File: config.mk
export PLATFORM = sky130hd
export DESIGN_NAME = mappers
export DESIGN_NICKNAME = d
export VERILOG_FILES = /design/src/mapper_pkg.sv /design/src/mappers.sv /design/src/mapper_konami.sv /design/src/mapper_ascii16.sv /design/src/mapper_ascii8.sv /design/src/mapper_none.sv
export SDC_FILE = /design/constraint.sdc
export NUM_CORES = 1
export LEC_CHECK = 0
export BUFFER_PORTS_ARGS = -buffer_cell sky130_fd_sc_hd__buf_2
export CAP_MARGIN = 10
export CORE_MARGIN = 1
export CORE_UTILIZATION = 40
export CTS_BUF_LIST = sky130_fd_sc_hd__clkbuf_8
export DETAILED_ROUTE_END_ITERATION = 16
export HOLD_SLACK_MARGIN = 0.03
export MAX_ROUTING_LAYER = met4
export SLEW_MARGIN = 10
export SYNTH_ARGS = -nofsm -noshare
export SYNTH_HDL_FRONTEND = slang
export SYNTH_SLANG_ARGS = --single-unit
File: constraint.sdc
create_clock -name clk -period 4.7 [get_ports clk]
set_clock_uncertainty 0.2 [all_clocks]
set_input_delay 0.47 -clock clk [delete_from_list [all_inputs] [get_ports clk]]
set_output_delay 0.47 -clock clk [all_outputs]
set_load 0.005 [all_outputs]
File: src/mapper_pkg.sv
`default_nettype none

package mapper_pkg;

    // Mapper selected for the slot; unlisted codes select nothing
    typedef enum logic [2:0] {
        mapper_linear  = 3'd0,     // Plain ROM, no banking
        mapper_ascii8  = 3'd1,     // Four 8 KB banks
        mapper_ascii16 = 3'd2,     // Two 16 KB banks
        mapper_konami  = 3'd3      // Fixed page 0, three 8 KB banks
    } mapper_type_t;

    // Physical cartridge memory, 4 MB
    localparam int mem_addr_width = 22;

    // Cartridge window as seen by the CPU
    localparam logic [15:0] cart_base = 16'h4000;
    localparam logic [15:0] cart_end  = 16'hBFFF;

    // Bank value bit that redirects the page to battery SRAM
    localparam int sram_flag_bit = 7;

    // SRAM is 8 KB
    localparam int sram_addr_width = 13;

endpackage

`default_nettype wire
File: src/mappers.sv
`default_nettype none

module mappers (
    input  logic                                    clk,
    input  logic                                    rst_n,
    input  logic [15:0]                             cpu_addr,
    input  logic [7:0]                              cpu_data,
    input  logic                                    mreq,
    input  logic                                    rd,
    input  logic                                    wr,
    input  mapper_pkg::mapper_type_t                mapper_type,
    input  logic [mapper_pkg::mem_addr_width-1:0]   rom_mask,
    input  logic                                    sram_en,
    output logic [mapper_pkg::mem_addr_width-1:0]   mem_addr,
    output logic                                    mem_rnw,
    output logic                                    ram_cs,
    output logic                                    sram_cs
);

    // Per-mapper memory-side outputs
    logic [mapper_pkg::mem_addr_width-1:0]  linear_addr;
    logic                                   linear_rnw;
    logic                                   linear_ram_cs;
    logic [mapper_pkg::mem_addr_width-1:0]  ascii8_addr;
    logic                                   ascii8_rnw;
    logic                                   ascii8_ram_cs;
    logic                                   ascii8_sram_cs;
    logic [mapper_pkg::mem_addr_width-1:0]  ascii16_addr;
    logic                                   ascii16_rnw;
    logic                                   ascii16_ram_cs;
    logic                                   ascii16_sram_cs;
    logic [mapper_pkg::mem_addr_width-1:0]  konami_addr;
    logic                                   konami_rnw;
    logic                                   konami_ram_cs;

    mapper_none linear (
        .mapper_type (mapper_type),
        .cpu_addr    (cpu_addr),
        .mreq        (mreq),
        .rd          (rd),
        .rom_mask    (rom_mask),
        .mem_addr    (linear_addr),
        .mem_rnw     (linear_rnw),
        .ram_cs      (linear_ram_cs)
    );

    mapper_ascii8 ascii8 (
        .clk         (clk),
        .rst_n       (rst_n),
        .mapper_type (mapper_type),
        .cpu_addr    (cpu_addr),
        .cpu_data    (cpu_data),
        .mreq        (mreq),
        .rd          (rd),
        .wr          (wr),
        .rom_mask    (rom_mask),
        .sram_en     (sram_en),
        .mem_addr    (ascii8_addr),
        .mem_rnw     (ascii8_rnw),
        .ram_cs      (ascii8_ram_cs),
        .sram_cs     (ascii8_sram_cs)
    );

    mapper_ascii16 ascii16 (
        .clk         (clk),
        .rst_n       (rst_n),
        .mapper_type (mapper_type),
        .cpu_addr    (cpu_addr),
        .cpu_data    (cpu_data),
        .mreq        (mreq),
        .rd          (rd),
        .wr          (wr),
        .rom_mask    (rom_mask),
        .sram_en     (sram_en),
        .mem_addr    (ascii16_addr),
        .mem_rnw     (ascii16_rnw),
        .ram_cs      (ascii16_ram_cs),
        .sram_cs     (ascii16_sram_cs)
    );

    mapper_konami konami (
        .clk         (clk),
        .rst_n       (rst_n),
        .mapper_type (mapper_type),
        .cpu_addr    (cpu_addr),
        .cpu_data    (cpu_data),
        .mreq        (mreq),
        .rd          (rd),
        .wr          (wr),
        .rom_mask    (rom_mask),
        .mem_addr    (konami_addr),
        .mem_rnw     (konami_rnw),
        .ram_cs      (konami_ram_cs)
    );

    // Idle mappers drive ones on address/rnw and zero on selects
    assign mem_addr = linear_addr & ascii8_addr & ascii16_addr & konami_addr;
    assign mem_rnw  = linear_rnw & ascii8_rnw & ascii16_rnw & konami_rnw;
    assign ram_cs   = linear_ram_cs | ascii8_ram_cs | ascii16_ram_cs | konami_ram_cs;
    assign sram_cs  = ascii8_sram_cs | ascii16_sram_cs;   // Only the ASCII mappers have SRAM

    // Only the selected mapper may drive the memory
    a_one_mapper: assert property (@(posedge clk) disable iff (!rst_n)
        $onehot0({linear_ram_cs, ascii8_ram_cs | ascii8_sram_cs,
                  ascii16_ram_cs | ascii16_sram_cs, konami_ram_cs}));

endmodule

`default_nettype wire

File: src/mapper_konami.sv
`default_nettype none

module mapper_konami (
    input  logic                                    clk,
    input  logic                                    rst_n,
    input  mapper_pkg::mapper_type_t                mapper_type,
    input  logic [15:0]                             cpu_addr,
    input  logic [7:0]                              cpu_data,
    input  logic                                    mreq,
    input  logic                                    rd,
    input  logic                                    wr,
    input  logic [mapper_pkg::mem_addr_width-1:0]   rom_mask,
    output logic [mapper_pkg::mem_addr_width-1:0]   mem_addr,
    output logic                                    mem_rnw,
    output logic                                    ram_cs
);

    logic [7:0]                             bank [1:3];
    logic                                   active;
    logic                                   in_window;
    logic [1:0]                             page;
    logic                                   reg_wr;
    logic [7:0]                             cur_bank;
    logic [mapper_pkg::mem_addr_width-1:0]  rom_addr;

    assign active    = (mapper_type == mapper_pkg::mapper_konami);
    assign in_window = (cpu_addr >= mapper_pkg::cart_base) && (cpu_addr <= mapper_pkg::cart_end);
    assign page      = {cpu_addr[15], cpu_addr[13]};

    // Any write in pages 1..3 reloads that page's bank
    assign reg_wr = active & mreq & wr & in_window & (page != 2'd0);

    // Only pages 1..3 have registers
    always_ff @(posedge clk or negedge rst_n) begin
        if (!rst_n) begin
            for (int i = 1; i < 4; i++) begin
                bank[i] <= 8'(i);
            end
        end else if (reg_wr) begin
            bank[page] <= cpu_data;
        end
    end

    assign cur_bank = (page == 2'd0) ? 8'h00 : bank[page];   // Page 0 is fixed to bank 0

    always_comb begin
        rom_addr       = '0;
        rom_addr[20:0] = {cur_bank, cpu_addr[12:0]};
    end

    assign mem_addr = active ? (rom_addr & rom_mask) : '1;
    assign mem_rnw  = 1'b1;
    assign ram_cs   = active & mreq & rd & in_window;

    a_cs_needs_read: assert property (@(posedge clk) disable iff (!rst_n)
        ram_cs |-> (mreq && rd));

endmodule

`default_nettype wire

File: src/mapper_ascii16.sv
`default_nettype none

module mapper_ascii16 (
    input  logic                                    clk,
    input  logic                                    rst_n,
    input  mapper_pkg::mapper_type_t                mapper_type,
    input  logic [15:0]                             cpu_addr,
    input  logic [7:0]                              cpu_data,
    input  logic                                    mreq,
    input  logic                                    rd,
    input  logic                                    wr,
    input  logic [mapper_pkg::mem_addr_width-1:0]   rom_mask,
    input  logic                                    sram_en,
    output logic [mapper_pkg::mem_addr_width-1:0]   mem_addr,
    output logic                                    mem_rnw,
    output logic                                    ram_cs,
    output logic                                    sram_cs
);

    logic [7:0]                             bank [0:1];
    logic                                   active;
    logic                                   in_window;
    logic                                   reg_wr;
    logic                                   page;
    logic [7:0]                             cur_bank;
    logic                                   sram_sel;
    logic [mapper_pkg::mem_addr_width-1:0]  sram_addr;

    assign active    = (mapper_type == mapper_pkg::mapper_ascii16);
    assign in_window = (cpu_addr >= mapper_pkg::cart_base) && (cpu_addr <= mapper_pkg::cart_end);

    // 6000h-67FFh hits bank 0, 7000h-77FFh hits bank 1
    assign reg_wr = active & mreq & wr & (cpu_addr[15:13] == 3'b011) & ~cpu_addr[11];

    always_ff @(posedge clk or negedge rst_n) begin
        if (!rst_n) begin
            bank[0] <= 8'h00;
            bank[1] <= 8'h00;
        end else if (reg_wr) begin
            bank[cpu_addr[12]] <= cpu_data;
        end
    end

    assign page     = cpu_addr[15];                 // High page is 8000h-BFFFh
    assign cur_bank = bank[page];
    assign sram_sel = sram_en & cur_bank[mapper_pkg::sram_flag_bit];

    always_comb begin
        sram_addr = '0;
        sram_addr[mapper_pkg::sram_addr_width-1:0] = cpu_addr[mapper_pkg::sram_addr_width-1:0];
        if (!active) begin
            mem_addr = '1;
        end else if (sram_sel) begin
            mem_addr = sram_addr;
        end else begin
            mem_addr = {cur_bank, cpu_addr[13:0]} & rom_mask;
        end
    end

    assign ram_cs  = active & mreq & rd & in_window & ~sram_sel;
    assign sram_cs = active & mreq & in_window & sram_sel & (rd | (wr & page));
    assign mem_rnw = ~(sram_cs & wr);

    a_cs_exclusive: assert property (@(posedge clk) disable iff (!rst_n)
        !(ram_cs && sram_cs));

    a_cs_needs_mreq: assert property (@(posedge clk) disable iff (!rst_n)
        (ram_cs || sram_cs) |-> mreq);

endmodule

`default_nettype wire

File: src/mapper_ascii8.sv
`default_nettype none

module mapper_ascii8 (
    input  logic                                    clk,
    input  logic                                    rst_n,
    input  mapper_pkg::mapper_type_t                mapper_type,
    input  logic [15:0]                             cpu_addr,
    input  logic [7:0]                              cpu_data,
    input  logic                                    mreq,
    input  logic                                    rd,
    input  logic                                    wr,
    input  logic [mapper_pkg::mem_addr_width-1:0]   rom_mask,
    input  logic                                    sram_en,
    output logic [mapper_pkg::mem_addr_width-1:0]   mem_addr,
    output logic                                    mem_rnw,
    output logic                                    ram_cs,
    output logic                                    sram_cs
);

    logic [7:0]                             bank [0:3];
    logic                                   active;
    logic                                   in_window;
    logic                                   reg_wr;
    logic [1:0]                             page;
    logic [7:0]                             cur_bank;
    logic                                   sram_sel;
    logic [mapper_pkg::mem_addr_width-1:0]  rom_addr;
    logic [mapper_pkg::mem_addr_width-1:0]  sram_addr;

    assign active    = (mapper_type == mapper_pkg::mapper_ascii8);
    assign in_window = (cpu_addr >= mapper_pkg::cart_base) && (cpu_addr <= mapper_pkg::cart_end);

    // Registers live at 6000h-7FFFh, 2 KB each
    assign reg_wr = active & mreq & wr & (cpu_addr[15:13] == 3'b011);

    always_ff @(posedge clk or negedge rst_n) begin
        if (!rst_n) begin
            for (int i = 0; i < 4; i++) begin
                bank[i] <= 8'h00;
            end
        end else if (reg_wr) begin
            bank[cpu_addr[12:11]] <= cpu_data;
        end
    end

    // 4000h, 6000h, 8000h, A000h map to pages 0..3
    assign page     = {cpu_addr[15], cpu_addr[13]};
    assign cur_bank = bank[page];
    assign sram_sel = sram_en & cur_bank[mapper_pkg::sram_flag_bit];

    always_comb begin
        rom_addr        = '0;
        rom_addr[20:0]  = {cur_bank, cpu_addr[12:0]};
        sram_addr       = '0;
        sram_addr[mapper_pkg::sram_addr_width-1:0] =
            cpu_addr[mapper_pkg::sram_addr_width-1:0];
    end

    always_comb begin
        if (!active) begin
            mem_addr = '1;
        end else if (sram_sel) begin
            mem_addr = sram_addr;
        end else begin
            mem_addr = rom_addr & rom_mask;
        end
    end

    assign ram_cs  = active & mreq & rd & in_window & ~sram_sel;
    // Writes in pages 2, 3 only
    assign sram_cs = active & mreq & in_window & sram_sel & (rd | (wr & page[1]));
    assign mem_rnw = ~(sram_cs & wr);

    a_cs_exclusive: assert property (@(posedge clk) disable iff (!rst_n)
        !(ram_cs && sram_cs));

    a_cs_needs_mreq: assert property (@(posedge clk) disable iff (!rst_n)
        (ram_cs || sram_cs) |-> mreq);

endmodule

`default_nettype wire

File: src/mapper_none.sv
`default_nettype none

module mapper_none (
    input  mapper_pkg::mapper_type_t                mapper_type,
    input  logic [15:0]                             cpu_addr,
    input  logic                                    mreq,
    input  logic                                    rd,
    input  logic [mapper_pkg::mem_addr_width-1:0]   rom_mask,
    output logic [mapper_pkg::mem_addr_width-1:0]   mem_addr,
    output logic                                    mem_rnw,
    output logic                                    ram_cs
);

    logic                                   active;
    logic                                   in_window;
    logic [mapper_pkg::mem_addr_width-1:0]  rom_addr;

    assign active    = (mapper_type == mapper_pkg::mapper_linear);
    assign in_window = (cpu_addr >= mapper_pkg::cart_base) && (cpu_addr <= mapper_pkg::cart_end);

    // Window offset, zero-extended to the memory width
    always_comb begin
        rom_addr       = '0;
        rom_addr[15:0] = cpu_addr - mapper_pkg::cart_base;
    end

    assign mem_addr = active ? (rom_addr & rom_mask) : '1;   // All ones lets the top AND-merge
    assign mem_rnw  = 1'b1;                                  // ROM only
    assign ram_cs   = active & mreq & rd & in_window;

endmodule

`default_nettype wire

==> results of run 1 <==
## per-layer routing
metal,vias to the layer above,part of all wire [%]
met2,123,46
met1,1475,45
met3,15,6.3
li1,1341,-
met5,-,0
met4,0,2.3
## state kept, by name, summed over array words and instances (netlist names)
name / count
ascii16.bank: 16
ascii8.bank: 32
konami.bank: 24
## cell families (layout without fill, tap and decap cells)
logic type	Yosys count	in the layout	synth area share (%)
buf+inv	25	101	2.88
simple gates	66	66	12.1
mux	97	97	29.6
flops	72	72	44.7
compound gates	53	53	10.1
fa+ha+maj	2	2	0.619
## per-stage QoR
stage	power (mW)	setup WS, ns	area (sq um)	std cells
floorplan	0.782	1.79	4040	315
global placement	0.865	1.27	4520	508
detailed placement	0.870	1.22	4520	508
CTS	1.52	1.23	4790	524
global route	1.57	1.08	4790	524
finish	1.51	1.20	4790	524
## power by group through the flow
stage	Combinational, mW	Clock, mW	Sequential, mW
floorplan	0.108	0	0.674
global placement	0.188	0	0.677
detailed placement	0.191	0	0.679
CTS	0.192	0.664	0.667
global route	0.209	0.694	0.671
finish	0.190	0.648	0.667
## placed cells by master, fill, tap and decap left out, types with 3 or more instances in the layout
| cell type | instances |
|---|---|
| mux2_2 | 79 |
| buf_2 | 79 |
| dfrtp_1 | 68 |
| nand2b_1 | 18 |
| o31ai_1 | 13 |
| a31oi_1 | 11 |
| clkbuf_8 | 10 |
| mux2_4 | 8 |
| a21oi_1 | 7 |
| mux4_2 | 7 |
| nand2_1 | 6 |
| inv_1 | 5 |
| a22o_1 | 5 |
| nor3_1 | 5 |
| nand3_1 | 5 |
| nor2_1 | 4 |
| bufinv_16 | 4 |
| dfstp_2 | 4 |
| mux2i_1 | 3 |
| nor2b_1 | 3 |
| a211oi_1 | 3 |
| a221oi_1 | 3 |
| nand4_1 | 3 |
| nor4_4 | 3 |
## worst paths after layout
path	end	slack, ns	depth (start not counted)
max	mem_rnw	1.20	6
min	ascii8.bank[5]	0.12	1
max reg2reg	ascii16.bank[15]	3.72	1
min reg2reg	ascii8.bank[13]	0.30	1
max in group asynchronous	konami.bank[9]	3.19	2
min in group clk	konami.bank[12]	0.28	2
## critical path, cell delays in order
cell,delay [ns]
buf_2,0.67
mux2_2,0.34
and3_1,0.49
nor2_1,0.14
or4_1,0.55
buf_2,0.14
## synth_stat cells, types with 2 or more instances
cell and instances:
clkbuf_1 12, a211oi_1 3, a221oi_1 3, inv_1 4, mux2_4 8, a22o_1 5, a21boi_0 2, dfstp_2 4
nor2b_1 3, mux4_2 7, and3_1 2, mux2_2 79, nand2b_1 18, nor4_1 2, nand2_1 6, a21oi_1 7
a31oi_1 11, nor3_1 5, dfrtp_1 68, buf_1 3, buf_6 2, ha_1 2, nand4_1 3, buf_2 2
nor4_2 2, mux2i_1 3, nand3_1 5, o31ai_1 13, nor2_1 4, o21ai_0 2, or2_2 2, nor4_4 3
## area by class of cell
class / count / share of cell area, %
sequential: 72 / 37.7
timing repair buffer: 81 / 8.57
clock buffer: 10 / 2.88
clock inverter: 6 / 2.74
tap: 133 / 3.48
inverter: 4 / 0.314
multi-input combinational: 218 / 44.3
==> impl_metrics.csv, run 1 <==
group,metric,value,unit
detailed_routing,route.detailed.drc,0,
clock_tree,cts_max_path_buffers,2,
synthesis,synth_area_per_cell,12.8,sq um
floorplanning,fp.coreArea,9770,sq um
detailed_routing,drt-vias-per-instance,5.64,
status,status,"finished clean",
pwr,p_seq_share,44.3,%
setup_path,start_kind,"input port",
clock_tree,cts.hold.buffers_added,0,
sta,rsz0062_at_grt,"no",
global_route,use_met1,28.5,%
synthesis,synth_edf_count,0,
detailed_routing,finalWirelength,10500,um
synthesis,synth_area_leaders,"dfrtp_1 42%, mux2_2 22%, mux4_2 3.9%",
layout,num_antenna_cells,0,
sta,hold_violations,0,
clock_tree,root_buffer,"clkbuf_8",
synthesis,synth_warnings,0,
sta,final.min_clock_period,3.50,ns
layout,multi_input_area,2120,sq um
floorplanning,start_util,41.4,%
clock_tree,cts_tree,"done",
synthesis,yosysSeqAreaShare,44.7,%
detailed_routing,first_iter_violations,89,
floorplanning,ios,80,
pwr,leakage,2.31,nW
global_route,grt_pass1_wl,16200,um
global_route,grt_overflow,0,
synthesis,synth_flop_cell,"dfrtp_1",
floorplanning,die_area,10500,sq um
layout,seq_area,1810,sq um
sta,tightest_slew,1.08,ns
floorplanning,fp.dieH,103,um
setup_path,critPathKind,"in2out",
sta,finalHoldWorstSlack,0.124,ns
detailed_routing,ant_nets,0,
pwr,netSwitchingFraction,22.9,%
run,max_cap_viol_count,0,
worst_hold_path,hold_class,"in2async",
setup_path,crit_fanout,34,
detailed_routing,wl_per_cell,20.1,um
sta,timing.final.crit_share,74.5,%
global_route,grt.busiest_layer,"met2",
pwr,vdd_drop_max,173,uV
sta,fmax,286,MHz
setup_path,end_kind,"output pin",
pwr,clkPwrFrac,43.1,%
global_route,grt_usage,22.0,%
floorplanning,num_rows,36,
synthesis,synth_top_area_share,42.1,%
sta,slew_violations,0,
synthesis,syn-num-nets,372,
global_route,grt_pass1_vias,3002,
pwr,powerDensity,315,nW/um^2
placement,portBuffers,79,
setup_path,r2r-start,"ascii16.bank[15]",
detailed_routing,dr.pass1.iters,4,
synthesis,synthCells,315,
pwr,p_switching,345,uW
pwr,comb_power_share,12.6,%
floorplanning,dieWidth,103,um
clock_tree,post_cts_resize_count,0,
sta,relSlewSlack,27.9,%
clock_tree,cts.clk_slew.worst_paths,0.07,ns
setup_path,required,4.03,ns
synthesis,synth.cell_area,4040,sq um
layout,utilization,49.0,%
layout,fillerInstances,883,
layout,layout-drive-gt1-share,53.2,%
global_route,grtUsageMet3,4.68,%
setup_path,critPathLaunch,"cpu_addr[15]",
layout,area_growth,18.4,%
setup_path,worstPathArrival,2.83,ns
placement,place_congestion,0.797,
clock_tree,cts_sinks,72,
synthesis,async_reset_ff_share,100,%
synthesis,yosysTopAreaCell,"dfrtp_1",
sta,finalSetupViolCount,0,
pwr,intPower,1.16,mW
global_route,globalRouteMet2Util,33.8,%
sta,final.setup.tns,0,ns
global_route,antenna_found_initial,0,
global_route,grt_start_max_net_pins,50,
placement,dp_hpwl,7340,um
clock_tree,htreeDepth,3,
clock_tree,cts_buffers,9,
synthesis,yosys.cell_types.count,52,
clock_tree,clkLatencyLatePin,0.34,ns
synthesis,ys_seq_elements,72,
clock_tree,post_cts_buffers,0,
detailed_routing,dr_total_vias,2954,
layout,finalNetCount,443,
No activity file was read; power rests on OpenSTA's default activity.
==> run 2: changes to the inputs <==
==> constraint.sdc (replaced) <==
create_clock -name clk -period 2.83 [get_ports clk]
set_clock_uncertainty 0.2 [all_clocks]
set_input_delay 0.283 -clock clk [delete_from_list [all_inputs] [get_ports clk]]
set_output_delay 0.283 -clock clk [all_outputs]
set_load 0.005 [all_outputs]
==> run 2 against run 1 <==
Effect of this change: total power grew 56%; sequential cell count unchanged; non-clock buffer count is 21 higher; register-to-register slack got worse by 1.9 ns; critical endpoint is now mem_addr[15]; critical path depth did not move; utilization grew 1.2 points; sequential power rose by 66%; count of clock-buffer cells in the layout is 1 lower; clock power grew 41%; hold slack lost 0.023 ns.
==> impl_metrics.csv, run 2 (synthesis gave the netlist of run 1 again) <==
group,metric,value,unit
floorplanning,start_util,41.4,%
worst_hold_path,worstHoldEndpoint,"konami.bank[8]",
worst_hold_path,hold_class,"in2reg",
detailed_routing,dr.pass1.iters,4,
worst_hold_path,min-delay-start,"cpu_data[0]",
clock_tree,htreeDepth,3,
clock_tree,root_buffer,"clkbuf_8",
layout,fillerInstances,901,
global_route,grt_pass1_vias,3015,
layout,multi_input_area,2120,sq um
layout,final_cell_mix,"79 x mux2_2, 79 x buf_2, 68 x dfrtp_1",
clock_tree,clkLatencyLatePin,0.34,ns
sta,rsz0062_at_grt,"no",
sta,final.min_clock_period,2.54,ns
setup_path,end_kind,"output pin",
floorplanning,dieWidth,103,um
placement,portBuffers,79,
pwr,leakage,2.39,nW
layout,layout-drive-gt1-share,55.6,%
sta,final.setup.tns,0,ns
sta,hold_violations,0,
global_route,grt_overflow,0,
detailed_routing,first_iter_violations,140,
floorplanning,die_area,10500,sq um
global_route,grt_start_max_net_pins,73,
sta,tightest_slew,0.921,ns
setup_path,start_kind,"input port",
floorplanning,ios,80,
layout,utilization,50.2,%
layout,largestRegisters,"ascii8.bank x32, konami.bank x24, ascii16.bank x16",
sta,finalHoldWorstSlack,0.100,ns
detailed_routing,finalWirelength,10500,um
layout,num_antenna_cells,0,
detailed_routing,drt-vias-per-instance,5.58,
setup_path,critPathKind,"in2out",
clock_tree,cts_sinks,72,
setup_path,r2r-start,"ascii8.bank[28]",
sta,relSlewSlack,38.6,%
layout,area_growth,21.3,%
pwr,powerDensity,479,nW/um^2
pwr,vdd_drop_max,324,uV
global_route,antenna_found_initial,0,
sta,timing.final.crit_share,89.7,%
clock_tree,cts_buffers,9,
global_route,grt_pass1_wl,16200,um
layout,instances_no_fill,545,
layout,top_register,"ascii8.bank",
sta,slew_violations,0,
worst_hold_path,hold_depth,2,
setup_path,reg2reg_slack,1.86,ns
placement,place_area,4670,sq um
setup_path,crit_fanout,18,
setup_path,worstPathArrival,2.05,ns
clock_tree,post_cts_resize_count,0,
detailed_routing,ant_nets,0,
floorplanning,fp.coreArea,9770,sq um
run,max_cap_viol_count,0,
setup_path,required,2.35,ns
sta,finalSetupViolCount,0,
detailed_routing,route.detailed.drc,0,
layout,seq_area,1810,sq um
placement,place_congestion,0.782,
setup_path,r2r_cells,1,
floorplanning,fp.dieH,103,um
placement,dp_cells,528,
sta,fmax,394,MHz
floorplanning,num_rows,36,
detailed_routing,wl_per_cell,19.3,um
layout,largest_reg_flops,32,
setup_path,r2r-end,"ascii8.bank[28]",
clock_tree,cts.clk_slew.worst_paths,0.09,ns
global_route,grt_usage,21.9,%
detailed_routing,dr_total_vias,3042,
layout,final_area,4900,sq um
clock_tree,cts_tree,"done",
clock_tree,cts_max_path_buffers,2,
status,status,"finished clean",
layout,finalNetCount,464,
placement,dp_hpwl,7520,um
-- run 2: changes by cell type in the layout (fill, tap and decap cells not counted), sizes merged --
cell         delta
buf            +20
dlygate4sd3     +1
bufinv          -2
clkinv          +2
inv             +1
clkbuf          -1
-- run 2: cell type report --
type | instances | share of cell area, %
Clock inverter | 7 | 2.09
Timing Repair Buffer | 102 | 11.6
Tap cell | 133 | 3.39
Sequential cell | 72 | 36.8
Multi-Input combinational cell | 218 | 43.2
Clock buffer | 9 | 2.53
Inverter | 4 | 0.306
-- run 2: metrics by stage --
step | worst slack, ns | total power, mW
finish | 0.293 | 2.35
global route | 0.130 | 2.45
CTS | 0.332 | 2.37
detailed placement | 0.332 | 1.45
global placement | 0.340 | 1.45
floorplan | 0.111 | 1.30
-- run 2: what timing repair did --
action | in CTS | in global routing
setup buffers | 0 | 0
hold buffers | 1 | 0
hold endpoints to repair | 68 | 0
-- run 2: where the power goes --
part           switching [mW]  leakage (nW)  internal (mW)  total, mW
clock network           0.411         0.110          0.505      0.916
logic                   0.168          1.30          0.158      0.326
registers              0.0251         0.979           1.08       1.11
total                   0.604          2.39           1.75       2.35
-- run 2: worst max-delay path, cell delays in order --
cell      delay, ns
buf_2          0.36
mux2i_1        0.38
o22a_1         0.40
nand3_1        0.12
a211oi_1       0.33
buf_2          0.18
-- run 2: worst max path at each step --
stage / from / to / cells past startpoint
6_report: cpu_addr[15] / mem_addr[15] / 6
5_1_grt: cpu_addr[15] / mem_addr[15] / 6
4_1_cts: cpu_addr[15] / mem_rnw / 7
3_5_place_dp: cpu_addr[15] / mem_rnw / 7
3_3_place_gp: cpu_addr[7] / konami.bank[10] / 6
2_1_floorplan: cpu_addr[15] / konami.bank[10] / 10
-- run 2: routing by layer --
metal,routed length (um),vias up,global-route usage [%]
met5,0,-,-
met4,136,0,6.04
met3,594,10,3.32
met2,4930,113,36.1
met1,4840,1535,28.0
li1,-,1384,-
